File: src/hw/dcachePkg.sv
package dcachePkg;

  // geometry
  localparam int ADDR_W   = 32;
  localparam int XLEN     = 64;
  localparam int WAYS     = 2;
  localparam int SETS     = 64;
  localparam int OFFSET_W = 5;
  localparam int INDEX_W  = 6;
  localparam int TAG_W    = ADDR_W - INDEX_W - OFFSET_W;
  localparam int BEATS    = 4;
  localparam int LINE_W   = BEATS * XLEN;

  // victim lfsr start value, must be nonzero
  localparam logic [7:0] LFSR_SEED = 8'hB5;

  typedef logic [XLEN-1:0]    wordT;
  typedef logic [LINE_W-1:0]  lineT;
  typedef logic [TAG_W-1:0]   tagT;
  typedef logic [INDEX_W-1:0] indexT;
  typedef logic [XLEN/8-1:0]  maskT;

  typedef enum logic {
    LOAD,
    STORE
  } memOpE;

  typedef enum logic [2:0] {
    IDLE,
    COMPARE,
    WRBACK,
    MISS,
    GETDATA,
    REFILL
  } cacheStateE;

  typedef struct packed {
    memOpE              op;
    logic [ADDR_W-1:0]  addr;
    wordT               wdata;
    maskT               wmask;
  } cpuReqT;

  // tag side result for the latched request
  typedef struct packed {
    logic hit;
    logic hitWay;
    logic victimDirty;
    tagT  victimTag;
  } lookupT;

  // array write command, refill wins over store hit
  typedef struct packed {
    logic refill;
    logic storeHit;
    logic way;
  } fillCmdT;

endpackage
File: src/hw/refillBuffer.sv
`timescale 1ns/1ns

module refillBuffer (
  input  logic             clk,
  input  logic             rst_n,
  input  logic             beatValid_i,
  input  dcachePkg::wordT  beatData_i,
  output dcachePkg::lineT  line_o
);

  logic [$clog2(dcachePkg::BEATS)-1:0] beatCnt;
  dcachePkg::lineT                     lineBuf;

  // wraps to zero after the last beat of a line
  always_ff @(posedge clk or negedge rst_n) begin
    if (!rst_n) begin
      beatCnt <= '0;
    end else if (beatValid_i) begin
      beatCnt <= beatCnt + 1'b1;
    end
  end

  // beats arrive lowest word first
  always_ff @(posedge clk) begin
    if (beatValid_i) begin
      lineBuf[beatCnt*dcachePkg::XLEN +: dcachePkg::XLEN] <= beatData_i;
    end
  end

  assign line_o = lineBuf;

endmodule

File: config.mk
export PLATFORM = sky130hd
export DESIGN_NAME = refillBuffer
export DESIGN_NICKNAME = d
export VERILOG_FILES = /design/src/hw/dcachePkg.sv /design/src/hw/refillBuffer.sv
export SDC_FILE = /design/constraint.sdc
export NUM_CORES = 1
export LEC_CHECK = 0
export ABC_AREA = 1
export BUFFER_PORTS_ARGS = -buffer_cell sky130_fd_sc_hd__buf_2
export CORE_AREA = 2 2 139 141
export CTS_CLUSTER_SIZE = 30
export DETAILED_ROUTE_END_ITERATION = 16
export DIE_AREA = 0 0 141 143
export PLACE_DENSITY = 0.91
export RECOVER_POWER = 50
export SYNTH_ARGS = -nofsm -noshare
export SYNTH_HDL_FRONTEND = slang
export SYNTH_SLANG_ARGS = --single-unit
export TNS_END_PERCENT = 50
File: constraint.sdc
create_clock -name clk -period 4.35 [get_ports clk]
set_input_delay 0.2175 -clock clk [delete_from_list [all_inputs] [get_ports clk]]
set_output_delay 0.2175 -clock clk [all_outputs]
set_load 0.01 [all_outputs]
==> results.toml <==
[timing]
hold_violations = 0
tightest_slew_ps = 1780
fmax_mhz = 331
relSlewSlack_pct = -18.5
min_period_over_period_pct = 69.5
setup-tns-final_ps = 0
finalCriticalPeriod_ps = 3020
rsz0062_at_grt = "no"
hold_slack_ps = 46.9
setup_viol = 0
fin_ws_ps = 1330
maxSlewViolCount = 44
fin_skew_ps = 16.5

[global_routing]
grt_overflow = 0
grt_usage_pct = 27.8
antenna_found_initial = 2
grt_pass1_wl_um = 41700
grt_pass1_vias = 7092
grt_start_max_net_pins = 128

[pwr]
ir_drop_mv = 0.645
p_leak_uw = 0.00422
power_density_nw_per_um2 = 716

[cells_and_area]
design_area_sq_um = 12200
layout_commonest_cell = "clkbuf_1"
num-nets-final = 1164
drive_gt1_share_pct = 10.5
layout_common_cells = "clkbuf_1 (261), nor2_1 (257), edfxtp_1 (256)"
area_delta_synth_final_pct = 20.6

[cts]
cts-resized-gates = 0
numCtsBuffers = 25
tritoncts = "built"
postCtsSetupBuffers = 0
cts_hold_buf = 2
clkTransAtPathRegs_ps = 60
clock_path_buffers = 3
clk_latency_ps = 530
clock_sinks = 258
htree_levels = 1
cts_root_buf = "clkbuf_16"

[yosys]
yosysTopAreaCell = "edfxtp_1"
synth_cells = 791
synth_nets = 863
syn-cell-area_sq_um = 10100
syn_avg_cell_area_sq_um = 12.8
seq_area_frac_synth_pct = 76.4
ys_top_cells_by_area = "edfxtp_1 (76%), nor2_1 (9.5%), nand3_1 (6.3%)"
ys_types = 15
yosys_warnings = 0
yosysTopAreaCellShare_pct = 75.9
synth_seq_cells = 258

[placement]
io_buffers = 322
gp_congestion = 0.905
dpl_cell_area_sq_um = 11700
pre_cts_ws_ps = 1670
dpl.hpwl_um = 19500

[worst_setup_path]
critPathLaunch = "beatCnt[0]$_DFFE_PN0P_"
crit_path_end_kind = "flip-flop"
path_class = "reg2reg"
start_kind = "flip-flop"
worstPathArrival_ps = 3200
r2r_cells = 5
r2r-start = "beatCnt[0]$_DFFE_PN0P_"
required_ps = 4530
crit_fanout = 43

[routing]
ant_nets = 0
drt-total-wl_um = 28800
drc_errors = 0
wl_per_cell_um = 21.4
drtIter0Drc = 906
vias = 7595
drt-pass1-iter-count = 5
via_per_inst = 5.64

[floorplanning]
dieHeight_um = 143
die-area_sq_um = 20200
io_pins = 323
rows = 50
start_util_pct = 54.5
die_w_um = 141
core_area_sq_um = 18600

[run_status]
status = "complete, but fails checks"
violations = "max-capacitance violations, max-slew violations"

[job]
max_cap_viol_count = 1

[hold_path]
hold_path.class = "in2async"
==> sequential cells by signal, indices dropped and copies added, names as in the netlist <==
signal / flops
beatCnt: 2
line_o: 256
==> area by class of cell <==
cell class | count | area (sq um)
clock inverters | 17 | 158
repair buffers | 333 | 1380
well taps | 234 | 293
clock buffers | 29 | 641
multi-input cells | 465 | 1970
fillers | 1438 | 6370
inverters | 9 | 36.3
diodes | 1 | 2.50
flip-flops and latches | 258 | 7740
==> cells by family (layout without fill, tap and decap cells) <==
| family | Yosys count | after routing | share of synthesized area [%] |
|---|---|---|---|
| compound gates | 1 | 1 | 0.0494 |
| xor+xnor | 1 | 1 | 0.0865 |
| fa+ha+maj | 5 | 5 | 0.618 |
| buf+inv | 68 | 388 | 4.23 |
| flops | 258 | 258 | 76.4 |
| other cells | 0 | 1 | 0 |
| simple gates | 458 | 458 | 18.6 |
==> Yosys cell counts <==
library cell / n
nor2_1: 257
edfxtp_1: 256
nand3_1: 127
nand2_1: 71
buf_2: 36
buf_6: 14
inv_1: 7
buf_4: 6
ha_1: 5
clkbuf_1: 3
nand2_2: 3
dfrtp_1: 2
inv_2: 2
o21ai_1: 1
xor2_1: 1
==> power breakdown <==
| group | switching [uW] | total, uW | leakage, uW | internal (uW) |
|---|---|---|---|---|
| registers | 158 | 3680 | 0.00238 | 3520 |
| logic | 2340 | 2930 | 0.00145 | 591 |
| clock network | 905 | 2140 | 0.000390 | 1230 |
| total | 3400 | 8750 | 0.00422 | 5350 |
==> metrics by stage <==
step / std cells / util (%) / power (uW)
final: 1346 / 65.7 / 8750
after global routing: 1346 / 65.7 / 9150
after detailed placement: 1297 / 63.0 / 6720
after global placement: 1297 / 63.0 / 6600
after CTS: 1345 / 67.4 / 8840
after floorplan: 791 / - / 5930
==> layer usage <==
layer	GRT usage [%]	wire, um	part of all wire [%]	vias up
li1	-	-	-	3329
met1	40.4	10700	37	3588
met2	41.2	13000	45	592
met3	7.24	4060	14	84
met4	9.42	977	3.4	2
met5	0	19	0.066	-
==> worst max-delay path: stages (launching register included) <==
cell	delay [ps]
dfrtp_2	400
inv_1	150
ha_1	250
nand2_1	70
inv_1	1250
buf_4	510
==> final timing paths <==
path	end	slack (ps)
worst max-delay path	line_o[20]$_DFFE_PP_	1330
worst min-delay path	beatCnt[1]$_DFFE_PN0P_	50
worst max register to register	line_o[20]$_DFFE_PP_	1330
worst min register to register	beatCnt[1]$_DFFE_PN0P_	670
max in group asynchronous	beatCnt[0]$_DFFE_PN0P_	4160
min in group clk	line_o[167]$_DFFE_PP_	60
Note: power is estimated with default switching activity, not from simulation.
