File: src/hw/dcachePkg.sv
package dcachePkg;

  // geometry
  localparam int ADDR_W   = 32;
  localparam int XLEN     = 64;
  localparam int WAYS     = 2;
  localparam int SETS     = 64;
  localparam int OFFSET_W = 5;
  localparam int INDEX_W  = 6;
  localparam int TAG_W    = ADDR_W - INDEX_W - OFFSET_W;
  localparam int BEATS    = 4;
  localparam int LINE_W   = BEATS * XLEN;

  // victim lfsr start value, must be nonzero
  localparam logic [7:0] LFSR_SEED = 8'hB5;

  typedef logic [XLEN-1:0]    wordT;
  typedef logic [LINE_W-1:0]  lineT;
  typedef logic [TAG_W-1:0]   tagT;
  typedef logic [INDEX_W-1:0] indexT;
  typedef logic [XLEN/8-1:0]  maskT;

  typedef enum logic {
    LOAD,
    STORE
  } memOpE;

  typedef enum logic [2:0] {
    IDLE,
    COMPARE,
    WRBACK,
    MISS,
    GETDATA,
    REFILL
  } cacheStateE;

  typedef struct packed {
    memOpE              op;
    logic [ADDR_W-1:0]  addr;
    wordT               wdata;
    maskT               wmask;
  } cpuReqT;

  // tag side result for the latched request
  typedef struct packed {
    logic hit;
    logic hitWay;
    logic victimDirty;
    tagT  victimTag;
  } lookupT;

  // array write command, refill wins over store hit
  typedef struct packed {
    logic refill;
    logic storeHit;
    logic way;
  } fillCmdT;

endpackage
File: src/hw/cacheCtrl.sv
`timescale 1ns/1ns

module cacheCtrl (
  input  logic                             clk,
  input  logic                             rst_n,
  input  logic                             reqValid_i,
  input  dcachePkg::cpuReqT                req_i,
  output logic                             reqReady_o,
  output logic                             respValid_o,
  input  dcachePkg::lookupT                lookup_i,
  output dcachePkg::cpuReqT                latchedReq_o,
  output logic                             victimWay_o,
  output dcachePkg::fillCmdT               fillCmd_o,
  output logic                             memRdValid_o,
  output logic [dcachePkg::ADDR_W-1:0]     memRdAddr_o,
  input  logic                             memRdReady_i,
  input  logic                             memBeatValid_i,
  input  logic                             memBeatLast_i,
  output logic                             memWrValid_o,
  output logic [dcachePkg::ADDR_W-1:0]     memWrAddr_o,
  input  logic                             memWrReady_i,
  output logic                             refillActive_o
);

  dcachePkg::cacheStateE state;
  dcachePkg::cacheStateE nextState;
  dcachePkg::cpuReqT     reqLatch;
  dcachePkg::indexT      index;
  logic [7:0]            lfsr;
  logic                  lfsrFb;
  logic                  victimReg;
  logic                  accept;
  logic                  compareHit;
  logic                  compareMiss;

  assign compareHit  = (state == dcachePkg::COMPARE) && lookup_i.hit;
  assign compareMiss = (state == dcachePkg::COMPARE) && !lookup_i.hit;

  // ready while idle or while the current request is hitting
  assign reqReady_o  = (state == dcachePkg::IDLE) || compareHit;
  assign accept      = reqValid_i && reqReady_o;
  assign respValid_o = compareHit;

  always_ff @(posedge clk or negedge rst_n) begin
    if (!rst_n) begin
      state <= dcachePkg::IDLE;
    end else begin
      state <= nextState;
    end
  end

  always_comb begin
    nextState = state;
    case (state)
      dcachePkg::IDLE: begin
        if (accept) begin
          nextState = dcachePkg::COMPARE;
        end
      end
      dcachePkg::COMPARE: begin
        if (lookup_i.hit) begin
          nextState = accept ? dcachePkg::COMPARE : dcachePkg::IDLE;
        end else if (lookup_i.victimDirty) begin
          nextState = dcachePkg::WRBACK;
        end else begin
          nextState = dcachePkg::MISS;
        end
      end
      dcachePkg::WRBACK: begin
        if (memWrReady_i) begin
          nextState = dcachePkg::MISS;
        end
      end
      dcachePkg::MISS: begin
        if (memRdReady_i) begin
          nextState = dcachePkg::GETDATA;
        end
      end
      dcachePkg::GETDATA: begin
        if (memBeatValid_i && memBeatLast_i) begin
          nextState = dcachePkg::REFILL;
        end
      end
      dcachePkg::REFILL: begin
        // retry the latched request, it hits now
        nextState = dcachePkg::COMPARE;
      end
      default: begin
        nextState = dcachePkg::IDLE;
      end
    endcase
  end

  // request payload only
  always_ff @(posedge clk) begin
    if (accept) begin
      reqLatch <= req_i;
    end
  end

  assign latchedReq_o = reqLatch;
  assign index = reqLatch.addr[dcachePkg::OFFSET_W +: dcachePkg::INDEX_W];

  // x^8 + x^6 + x^5 + x^4 + 1
  assign lfsrFb = lfsr[7] ^ lfsr[5] ^ lfsr[4] ^ lfsr[3];

  always_ff @(posedge clk or negedge rst_n) begin
    if (!rst_n) begin
      lfsr      <= dcachePkg::LFSR_SEED;
      victimReg <= 1'b0;
    end else if (compareMiss) begin
      lfsr      <= {lfsr[6:0], lfsrFb};
      victimReg <= lfsr[0];
    end
  end

  // live choice during compare so the dirty check sees the same way
  assign victimWay_o = (state == dcachePkg::COMPARE) ? lfsr[0] : victimReg;

  always_comb begin
    fillCmd_o.refill   = (state == dcachePkg::REFILL);
    fillCmd_o.storeHit = compareHit && (reqLatch.op == dcachePkg::STORE);
    fillCmd_o.way      = fillCmd_o.refill ? victimReg : lookup_i.hitWay;
  end

  // memory requests held by state until granted
  assign memWrValid_o = (state == dcachePkg::WRBACK);
  assign memWrAddr_o  = {lookup_i.victimTag, index, {dcachePkg::OFFSET_W{1'b0}}};
  assign memRdValid_o = (state == dcachePkg::MISS);
  assign memRdAddr_o  = {reqLatch.addr[dcachePkg::ADDR_W-1:dcachePkg::OFFSET_W],
                         {dcachePkg::OFFSET_W{1'b0}}};

  // beat strobe for the line buffer
  assign refillActive_o = (state == dcachePkg::GETDATA) && memBeatValid_i;

endmodule

File: config.mk
export PLATFORM = sky130hd
export DESIGN_NAME = cacheCtrl
export DESIGN_NICKNAME = d
export VERILOG_FILES = /design/src/hw/dcachePkg.sv /design/src/hw/cacheCtrl.sv
export SDC_FILE = /design/constraint.sdc
export NUM_CORES = 1
export LEC_CHECK = 0
export BUFFER_PORTS_ARGS = -buffer_cell sky130_fd_sc_hd__buf_4
export CAP_MARGIN = 10
export CORE_AREA = 2 2 120 122
export CTS_CLUSTER_SIZE = 30
export DETAILED_ROUTE_END_ITERATION = 7
export DIE_AREA = 0 0 122 124
export PLACE_DENSITY = 0.61
export SLEW_MARGIN = 30
export SYNTH_ARGS = -nofsm -noshare
export SYNTH_HDL_FRONTEND = slang
export SYNTH_SLANG_ARGS = --single-unit
export TNS_END_PERCENT = 5
File: constraint.sdc
create_clock -name clk -period 7.65 [get_ports clk]
set_clock_uncertainty 0.2 [all_clocks]
set_input_delay 1.1475 -clock clk [delete_from_list [all_inputs] [get_ports clk]]
set_output_delay 1.1475 -clock clk [all_outputs]
set_load 0.005 [all_outputs]
==> results.md, run 1 <==
- Mapped Cells: roughly 230
- Sequential element share of the synthesized area: ~81%
- Seq cells post-synth: approximately 120
- # setup viols final: 0
- Max VDD drop: roughly 0.15 mV
- Filler instances: 1215
- RR Startpoint: state[0]
- Min-delay worst type: flip-flop to flip-flop
- Number of hold buffers added after CTS: 0
- Detailed Routing Iterations Pass 1: 4
- Reg2reg setup slack: 4.90 ns
- Cell taking the most area after synthesis: edfxtp_1
- Final Instance Area: between 6000 and 7000 sq um
- Worst-margin pin slew: 0.849 ns
- Kind of critical path: flip-flop to output pin
- First-pass GRT wire length: 13600 microns
- Vias in the first global route: ~2600
- Die W: 122 microns
- Initial Utilization: between 30% and 40%
- Core area: around 14000 sq um
- Synth-to-Final Area Change: 52.7%
- Synth top area cells: edfxtp_1, buf_4, dfrtp_1
- Hold Slack: approximately 0.31 ns
- PwrDens: between 300 and 400 nW/um^2
- Total Routing Usage GR: approximately an eighth
- Post-layout min period: 3.22 ns
- Via count: 2590
- Synthesized area: 4260 sq um
- Largest net degree at the start of global routing: 69
- Crit-path cells: nor3b_1 > mux2_2 > buf_4
- Critical path origin: state[2]
- Clk Latency, worst-skew pair: around 0.4 ns
- # diodes: 0
- FMAX: 311 MHz
- Critical path's slowest cell: dfrtp_1
- Final period utilization: 42.0%
- DPL Wire Length: between 7000 and 8000 microns
- Max Slew Vio Count: 0
- Post-DR vias/cell: 4.03
- Cell depth of the worst hold path: 2
- Placer Congestion: between 0.7 and 0.8
- RSZ-0062 raised after global routing: no
- Hold path start: lfsr[0]
- Drt wl/cell: between 15 and 20 microns
- R2r worst-path depth: 4
- WHS Endpoint: lfsr[0]
- Post-CTS setup buffers: 0
- Crit Path Max Fanout: 11
- CTS buffer count: 17
- Syn Area/Cell: between 15 and 20 sq um
- Initial antenna violation count: 0
- CP Data Required Time: approximately 6.3 ns
- Critical path's largest stage delay: 0.49 ns
- Setup TNS Final: 0 ns
- Maxcap violations: 0
- # IOs: 314
- Die ar.: roughly 15000 sq um
- Clk sinks: ~120
- CP arrival: 1.87 ns
- FP Rows: 43
- Reg-to-reg endpoint: latchedReq_o[26]
- CP Launch Type: flip-flop
- Share of layout cells above drive strength 1: 66.3%
- Longest Clk Path Bufs: 2
- Status: complete, no violations
- Total grt overflow: 0
- Area of placed instances: ~6000 sq um
- Commonest non-fill, non-tap cells in the layout: buf_4, edfxtp_1, clkbuf_16, conb_1, mux2_2
- Die span in y: 124 microns
- CTS H-Tree Depth: 4
- Commonest non-fill, non-tap cell in the layout: buf_4
- Final Hold Viols: 0
- DRC viols: 0
- CTS resizes: 0
- Final core occ: 47.4%
- Final wirelength: 9970 microns
- Initial drt markers: approximately 120
- Clk root buf: clkbuf_16
- Final layout net count: 586
- Post-synth cell types: 26
- Lkg Pwr: about 0.0028 uW
- Ys Warns: 0
- Input/output buffers: roughly 260
- Clock transition at path regs: ~0.050 ns
- Rel. slew slack: a little over two fifths
- CTS tree: yes
- Worst setup EP type: output pin
- Top-area cell type share of the netlist area: roughly three quarters
- Routed Antenna Nets: 0
## worst max path at each step
stage,to,depth (start not counted)
after floorplan,latchedReq_o[0],3
after global placement,latchedReq_o[34],5
after detailed placement,latchedReq_o[15],5
after CTS,victimWay_o,3
after global routing,victimWay_o,3
final,victimWay_o,3
## per-layer routing
metal  GRT usage, %  wire, microns
met2           20.6           5370
met4           8.26            295
met1           12.4           3220
met5              0              0
met3           6.18           1080
## cell usage after synthesis, drive strengths merged
library cell / instances
inv: 1
mux2: 9
clkbuf: 1
nand2: 2
or2b: 1
nor3b: 2
nor2: 6
a211oi: 1
nand3: 2
o31ai: 1
nand2b: 1
nor2b: 3
dfrtp: 6
xnor2: 3
buf: 66
nor3: 1
conb: 1
a21oi: 1
and2: 3
dfstp: 5
o21ai: 2
and3: 3
edfxtp: 105
nor4b: 1
## worst max-delay path, delay by kind of cell, from the launching register on
kind / cells / cell delay (ns)
buffers and inverters: 1 / 0.13
flip-flops: 1 / 0.49
AND/OR/NAND/NOR: 1 / 0.45
multiplexers: 1 / 0.38
## report_power, final
part           switching, uW  internal (uW)
Clock                    265            408
Sequential              70.5            874
Combinational            194            265
## area by class of cell
type / count / area (sq um) / area share, %
clock buffers: 18 / 429 / 6.60
flip-flops and latches: 116 / 3430 / 52.8
inverters: 1 / 3.75 / 0.0577
repair buffers: 262 / 1970 / 30.3
well taps: 180 / 225 / 3.46
multi-input cells: 52 / 352 / 5.41
clock inverters: 14 / 88.8 / 1.37
## per-stage QoR
step	setup WS (ns)	instances	power, uW
finish	4.43	643	2080
global placement	4.19	611	1420
CTS	4.41	643	2110
detailed placement	4.16	611	1430
floorplan	3.10	236	1180
global route	4.33	643	2190
## kinds of logic after synthesis
group                  after synthesis  share of synthesized area (%)
XOR/XNOR                             3                          0.618
AO/OA/AOI/OAI                        5                          0.706
buffers and inverters               68                           11.9
other                                1                         0.0881
flip-flops                         116                           80.7
multiplexers                         9                           2.38
AND/OR/NAND/NOR                     25                           3.62
## flip-flops by register name, summed over array words and instances, names as in the netlist
name	count
lfsr	8
latchedReq_o	105
state	3
No activity file was read; power rests on OpenSTA's default activity.
==> run 2, diff against run 1 <==
--- a/config.mk
+++ b/config.mk
@@ -11,7 +11,7 @@
 export CTS_CLUSTER_SIZE = 30
 export DETAILED_ROUTE_END_ITERATION = 7
 export DIE_AREA = 0 0 122 124
-export PLACE_DENSITY = 0.61
+export PLACE_DENSITY = 0.63
 export SLEW_MARGIN = 30
 export SYNTH_ARGS = -nofsm -noshare
 export SYNTH_HDL_FRONTEND = slang
==> constraint.sdc (replaced) <==
create_clock -name clk -period 2.7 [get_ports clk]
set_clock_uncertainty 0.2 [all_clocks]
set_input_delay 0.405 -clock clk [delete_from_list [all_inputs] [get_ports clk]]
set_output_delay 0.405 -clock clk [all_outputs]
set_load 0.005 [all_outputs]
==> results.md, run 2 (same netlist as run 1, synthesis figures left out) <==
- CTS tree: yes (unchanged)
- Routed Antenna Nets: 0 (unchanged)
- Max Slew Vio Count: 0 (unchanged)
- Worst-margin pin slew: 0.589 ns (was 0.849 ns)
- Filler instances: 1060 (was 1215)
- Post-DR vias/cell: 4.05 (was 4.03)
- Input/output buffers: 261 (unchanged)
- Storage element area: 3430 sq um (unchanged)
- Post-CTS setup buffers: 0 (unchanged)
- CP Data Required Time: 2.10 ns (was 6.30 ns)
- PwrDens: 817 nW/um^2 (was 319 nW/um^2)
- Total Routing Usage GR: 14.9% (was 12.4%)
- Max VDD drop: 0.434 mV (was 0.153 mV)
- Final period utilization: between 90% and 100%
- Status: complete, no violations (unchanged)
- Initial drt markers: 161 (was 123)
- Crit Path Max Fanout: 11 (unchanged)
- CP arrival: 1.85 ns (was 1.87 ns)
- DRC viols: 0 (unchanged)
- Synth-to-Final Area Change: 79.2% (was 52.7%)
- Final Instance Area: 7620 sq um (was 6500 sq um)
- Commonest non-fill, non-tap cells in the layout: buf_4, dlygate4sd3_1, edfxtp_1, clkbuf_16, conb_1 (was buf_4, edfxtp_1, clkbuf_16, conb_1, mux2_2)
- Die W: 122 microns (unchanged)
- Clk sinks: 116 (unchanged)
- CP Launch Type: flip-flop (unchanged)
- FMAX: 408 MHz
- CTS H-Tree Depth: 4 (unchanged)
- Die ar.: 15100 sq um (unchanged)
- First-pass GRT wire length: 16400 microns (was 13600 microns)
- Initial Utilization: 31.0% (unchanged)
- CTS buffer count: 17 (unchanged)
- # diodes: 0 (unchanged)
- Min-delay worst type: input port to flip-flop (was flip-flop to flip-flop)
- Kind of critical path: flip-flop to output pin (unchanged)
- Maxcap violations: 0 (unchanged)
- Clk Latency, worst-skew pair: 0.40 ns (about the same)
- DPL Wire Length: 8130 microns (was 7810 microns)
- Critical path's slowest cell: dfrtp_1 (unchanged)
- Place WS: 0.677 ns (was 4.16 ns)
- Rel. slew slack: 60.6% (was 43.4%)
- Longest Clk Path Bufs: 2 (unchanged)
- Placer Congestion: 0.759 (was 0.785)
- Commonest non-fill, non-tap cell in the layout: buf_4 (unchanged)
- Critical path's largest stage delay: 0.50 ns (was 0.49 ns)
- CTS resizes: 0 (unchanged)
- Drt wl/cell: 15.5 microns (about the same)
- Max reg flops: 105 (unchanged)
- Core area: 13700 sq um (unchanged)
- Final core occ: 55.6% (was 47.4%)
- Final Hold Viols: 0 (unchanged)
- Area of placed instances: 6010 sq um (was 5980 sq um)
- RSZ-0062 raised after global routing: no (unchanged)
- Vias in the first global route: 3159 (was 2585)
- # setup viols final: 0 (unchanged)
- Final wirelength: 11600 microns (was 9970 microns)
- Worst Slack Setup Final: 0.248 ns (was 4.43 ns)
- Clk root buf: clkbuf_16 (unchanged)
- # IOs: 314 (unchanged)
- Share of layout cells above drive strength 1: 53.6% (was 66.3%)
- Detailed Routing Iterations Pass 1: 2 (was 4)
- CP top delay family: flip-flops (unchanged)
- Total grt overflow: 0 (unchanged)
- Die span in y: 124 microns (unchanged)
- Lkg Pwr: 0.00323 uW (was 0.00276 uW)
- Setup TNS Final: 0 ns (unchanged)
- Clock transition at path regs: 0.05 ns (about the same)
- FP Rows: 43 (unchanged)
- Post-layout min period: 2.45 ns
- Initial antenna violation count: 0 (unchanged)
- Crit-path cells: nor3b_1 > mux2_2 > buf_4 (unchanged)
- Via count: 3030 (was 2590)
- Final layout net count: 693 (was 586)
- Worst setup EP type: output pin (unchanged)
- Area of the multi-input gates: 352 sq um (unchanged)
- Buffers & Inverters on Critical Path: 1 (unchanged)
- Largest net degree at the start of global routing: 57 (was 69)
- Number of hold buffers added after CTS: 106 (was 0)
==> run 2: layout make-up <==
type / count / area share [%]
clock buffer: 20 / 5.73
timing repair buffer: 369 / 40.1
inverter: 1 / 0.0492
sequential: 116 / 45.0
clock inverter: 11 / 1.48
multi-input combinational: 52 / 4.61
tap: 180 / 2.95
==> run 2: worst paths after layout <==
kind	start	end	slack, ns	cells after the start
max reg2reg	state[0]	latchedReq_o[61]	0.73	4
max	state[2]	victimWay_o	0.25	3
max in group asynchronous	rst_n	lfsr[7]	1.90	2
min in group asynchronous	rst_n	lfsr[6]	0.17	2
min reg2reg	lfsr[0]	lfsr[0]	0.31	2
min	memRdReady_i	state[2]	0.07	3
==> run 2: worst reg2reg max path, cell delays in order (launching register included) <==
cell     delay, ns
dfrtp_1       0.44
nor2b_1       0.18
nor3_1        0.22
and2_4        0.28
buf_12        0.29
==> run 2: power by group <==
| part | internal [uW] | switching [uW] | leakage, uW |
|---|---|---|---|
| Sequential | 2470 | 213 | 0.00110 |
| Combinational | 881 | 589 | 0.00187 |
| Clock | 1340 | 740 | 0.000268 |
==> run 2: routing by layer <==
metal	global-route usage (%)	share of wire, %
met5	0	0
met4	7.26	2.3
met3	6.59	9.1
met2	25.0	53
met1	16.3	36
==> run 2: per-stage QoR <==
stage,total power (uW),cells,hold WS [ns]
after CTS,6310,749,0.0530
final,6230,749,0.0746
after global placement,4060,612,0.0431
after detailed placement,4080,612,0.0462
after global routing,6540,749,0.0937
after floorplan,3320,236,-0.0906
==> run 3, diff against run 2 <==
--- a/config.mk
+++ b/config.mk
@@ -11,7 +11,7 @@
 export CTS_CLUSTER_SIZE = 30
 export DETAILED_ROUTE_END_ITERATION = 7
 export DIE_AREA = 0 0 122 124
-export PLACE_DENSITY = 0.63
+export PLACE_DENSITY = 0.61
 export SLEW_MARGIN = 30
 export SYNTH_ARGS = -nofsm -noshare
 export SYNTH_HDL_FRONTEND = slang
==> constraint.sdc (replaced) <==
create_clock -name clk -period 2.5 [get_ports clk]
set_clock_uncertainty 0.2 [all_clocks]
set_input_delay 0.375 -clock clk [delete_from_list [all_inputs] [get_ports clk]]
set_output_delay 0.375 -clock clk [all_outputs]
set_load 0.005 [all_outputs]
==> results.md, run 3 (same netlist as run 1, synthesis figures left out) <==
- Final Hold Viols: 0 (unchanged)
- Routed Antenna Nets: 0 (unchanged)
- Clk sinks: 116 (unchanged)
- Crit path capture: fillCmd_o[0] (was victimWay_o)
- Critical path origin: state[2] (unchanged)
- Initial Utilization: 31.0% (unchanged)
- CTS H-Tree Depth: 4 (unchanged)
- Post-DR vias/cell: 4.01 (was 4.05)
- RR Startpoint: state[0] (unchanged)
- Max reg flops: 105 (unchanged)
- Commonest non-fill, non-tap cell in the layout: buf_4 (unchanged)
- CP Data Required Time: 1.92 ns (was 2.10 ns)
- Worst setup EP type: output pin (unchanged)
- Via count: 3020 (was 3030)
- Final wirelength: 11700 microns (was 11600 microns)
- Longest Clk Path Bufs: 2 (unchanged)
- Total grt overflow: 0 (unchanged)
- Clk Latency, worst-skew pair: 0.41 ns (was 0.40 ns)
- Reg-to-reg endpoint: latchedReq_o[31] (was latchedReq_o[61])
- Input/output buffers: 261 (unchanged)
- Rel. slew slack: 62.4% (was 60.6%)
- R2r worst-path depth: 4 (unchanged)
- CP arrival: 1.74 ns (was 1.85 ns)
- CP Launch Type: flip-flop (unchanged)
- # setup viols final: 0 (unchanged)
- Initial antenna violation count: 3 (was 0)
- Clock transition at path regs: 0.05 ns (about the same)
- Die ar.: 15100 sq um (unchanged)
- FP Rows: 43 (unchanged)
- Vias in the first global route: 3111 (was 3159)
- DPL Wire Length: 8110 microns (was 8130 microns)
- Final period utilization: roughly 90%
- First-pass GRT wire length: 16000 microns (was 16400 microns)
- Status: complete, no violations (unchanged)
- FMAX: between 400 and 500 MHz
- Core area: 13700 sq um (unchanged)
- Synth-to-Final Area Change: 81.5% (was 79.2%)
- RSZ-0062 raised after global routing: no (unchanged)
- Commonest non-fill, non-tap cells in the layout: buf_4, dlygate4sd3_1, edfxtp_1, clkbuf_16, conb_1 (unchanged)
- Clk root buf: clkbuf_16 (unchanged)
- Largest net degree at the start of global routing: 35 (was 57)
- Max Slew Vio Count: 0 (unchanged)
- Min-delay worst type: input port to flip-flop (unchanged)
- Worst-margin pin slew: 0.562 ns (was 0.589 ns)
- Setup TNS Final: 0 ns (unchanged)
- Die W: 122 microns (unchanged)
- Kind of critical path: flip-flop to output pin (unchanged)
- Share of layout cells above drive strength 1: 54.5% (was 53.6%)
- Initial drt markers: 92 (was 161)
- CTS tree: yes (unchanged)
- PwrDens: 908 nW/um^2 (was 817 nW/um^2)
- Placer Congestion: 0.701 (was 0.759)
- DRC viols: 0 (unchanged)
- Post-layout min period: 2.32 ns
- Drt wl/cell: 15.5 microns (about the same)
- Die span in y: 124 microns (unchanged)
- Total power: 7010 uW (was 6230 uW)
- Reg2reg setup slack: 0.51 ns (was 0.73 ns)
- # IOs: 314 (unchanged)
- CTS buffer count: 17 (unchanged)
- Max VDD drop: 0.476 mV (was 0.434 mV)
- Crit Path Max Fanout: 11 (unchanged)
- Lkg Pwr: 0.00327 uW (was 0.00323 uW)
- Total Routing Usage GR: 14.8% (was 14.9%)
- Final layout net count: 694 (was 693)
- Maxcap violations: 0 (unchanged)
- Detailed Routing Iterations Pass 1: 4 (was 2)
==> run 3: cell count changes in the layout (fill, tap and decap cells not counted), sizes merged <==
cell | previous run | this run
clkinv | 8 | 6
bufinv | 2 | 4
buf | 263 | 264
clkbuf | 20 | 18
diode | 0 | 2
clkinvlp | 1 | 2
inv | 1 | 3
==> run 3: what timing repair did <==
| item | 4_1_cts | 5_1_grt |
|---|---|---|
| gates resized for setup | 0 | 2 |
| endpoints found under the setup margin | 0 | 2 |
| setup buffers | 0 | 0 |
| hold endpoints to repair | 116 | 0 |
| hold buffers | 106 | 0 |
==> run 3: layout make-up <==
cell class                      instances  area [sq um]
Fill cell                            1100          6000
Sequential cell                       116          3430
Timing Repair Buffer                  370          3080
Clock buffer                           18           429
Multi-Input combinational cell         52           362
Tap cell                              180           225
Clock inverter                         14           184
Antenna cell                            2          5.00
Inverter                                1          3.75
==> run 3: per-stage QoR <==
step	utilization, %	worst slack (ns)	cells	hold WS, ns	area (sq um)
after CTS	56.2	0.0402	751	0.0329	7710
after global placement	44.0	0.551	613	0.0111	6030
after global routing	56.3	0.0598	752	0.0642	7720
after detailed placement	44.0	0.491	613	0.0160	6030
final	56.3	0.184	753	0.0497	7720
after floorplan	-	0.193	236	-0.121	4290
==> run 3: layer usage <==
layer	part of all wire (%)	vias to the layer above	routed length [microns]	global-route usage, %
li1	-	1414	-	-
met1	33	1391	3910	14.6
met2	55	186	6410	26.7
met3	9.3	27	1090	6.27
met4	2.4	2	275	7.54
met5	0.14	-	16	0
==> run 3: how the worst min path moves through the flow <==
stage | end | slack, ns | startpoint | cells after the start
global route | state[2] | 0.06 | memRdReady_i | 3
global placement | lfsr[6] | 0.01 | rst_n | 1
finish | state[2] | 0.05 | memRdReady_i | 3
CTS | state[2] | 0.03 | memRdReady_i | 3
detailed placement | lfsr[6] | 0.02 | rst_n | 1
floorplan | lfsr[1] | -0.12 | rst_n | 0
==> run 3: power breakdown <==
part	internal, uW	switching, uW	leakage (uW)
Combinational	974	632	0.00188
Clock	1660	845	0.000296
Sequential	2670	234	0.00110
==> run 3: critical path, stage by stage, from the launching register on <==
cell	delay, ns
dfrtp_1	0.55
nor3b_2	0.29
mux2_2	0.36
buf_4	0.13
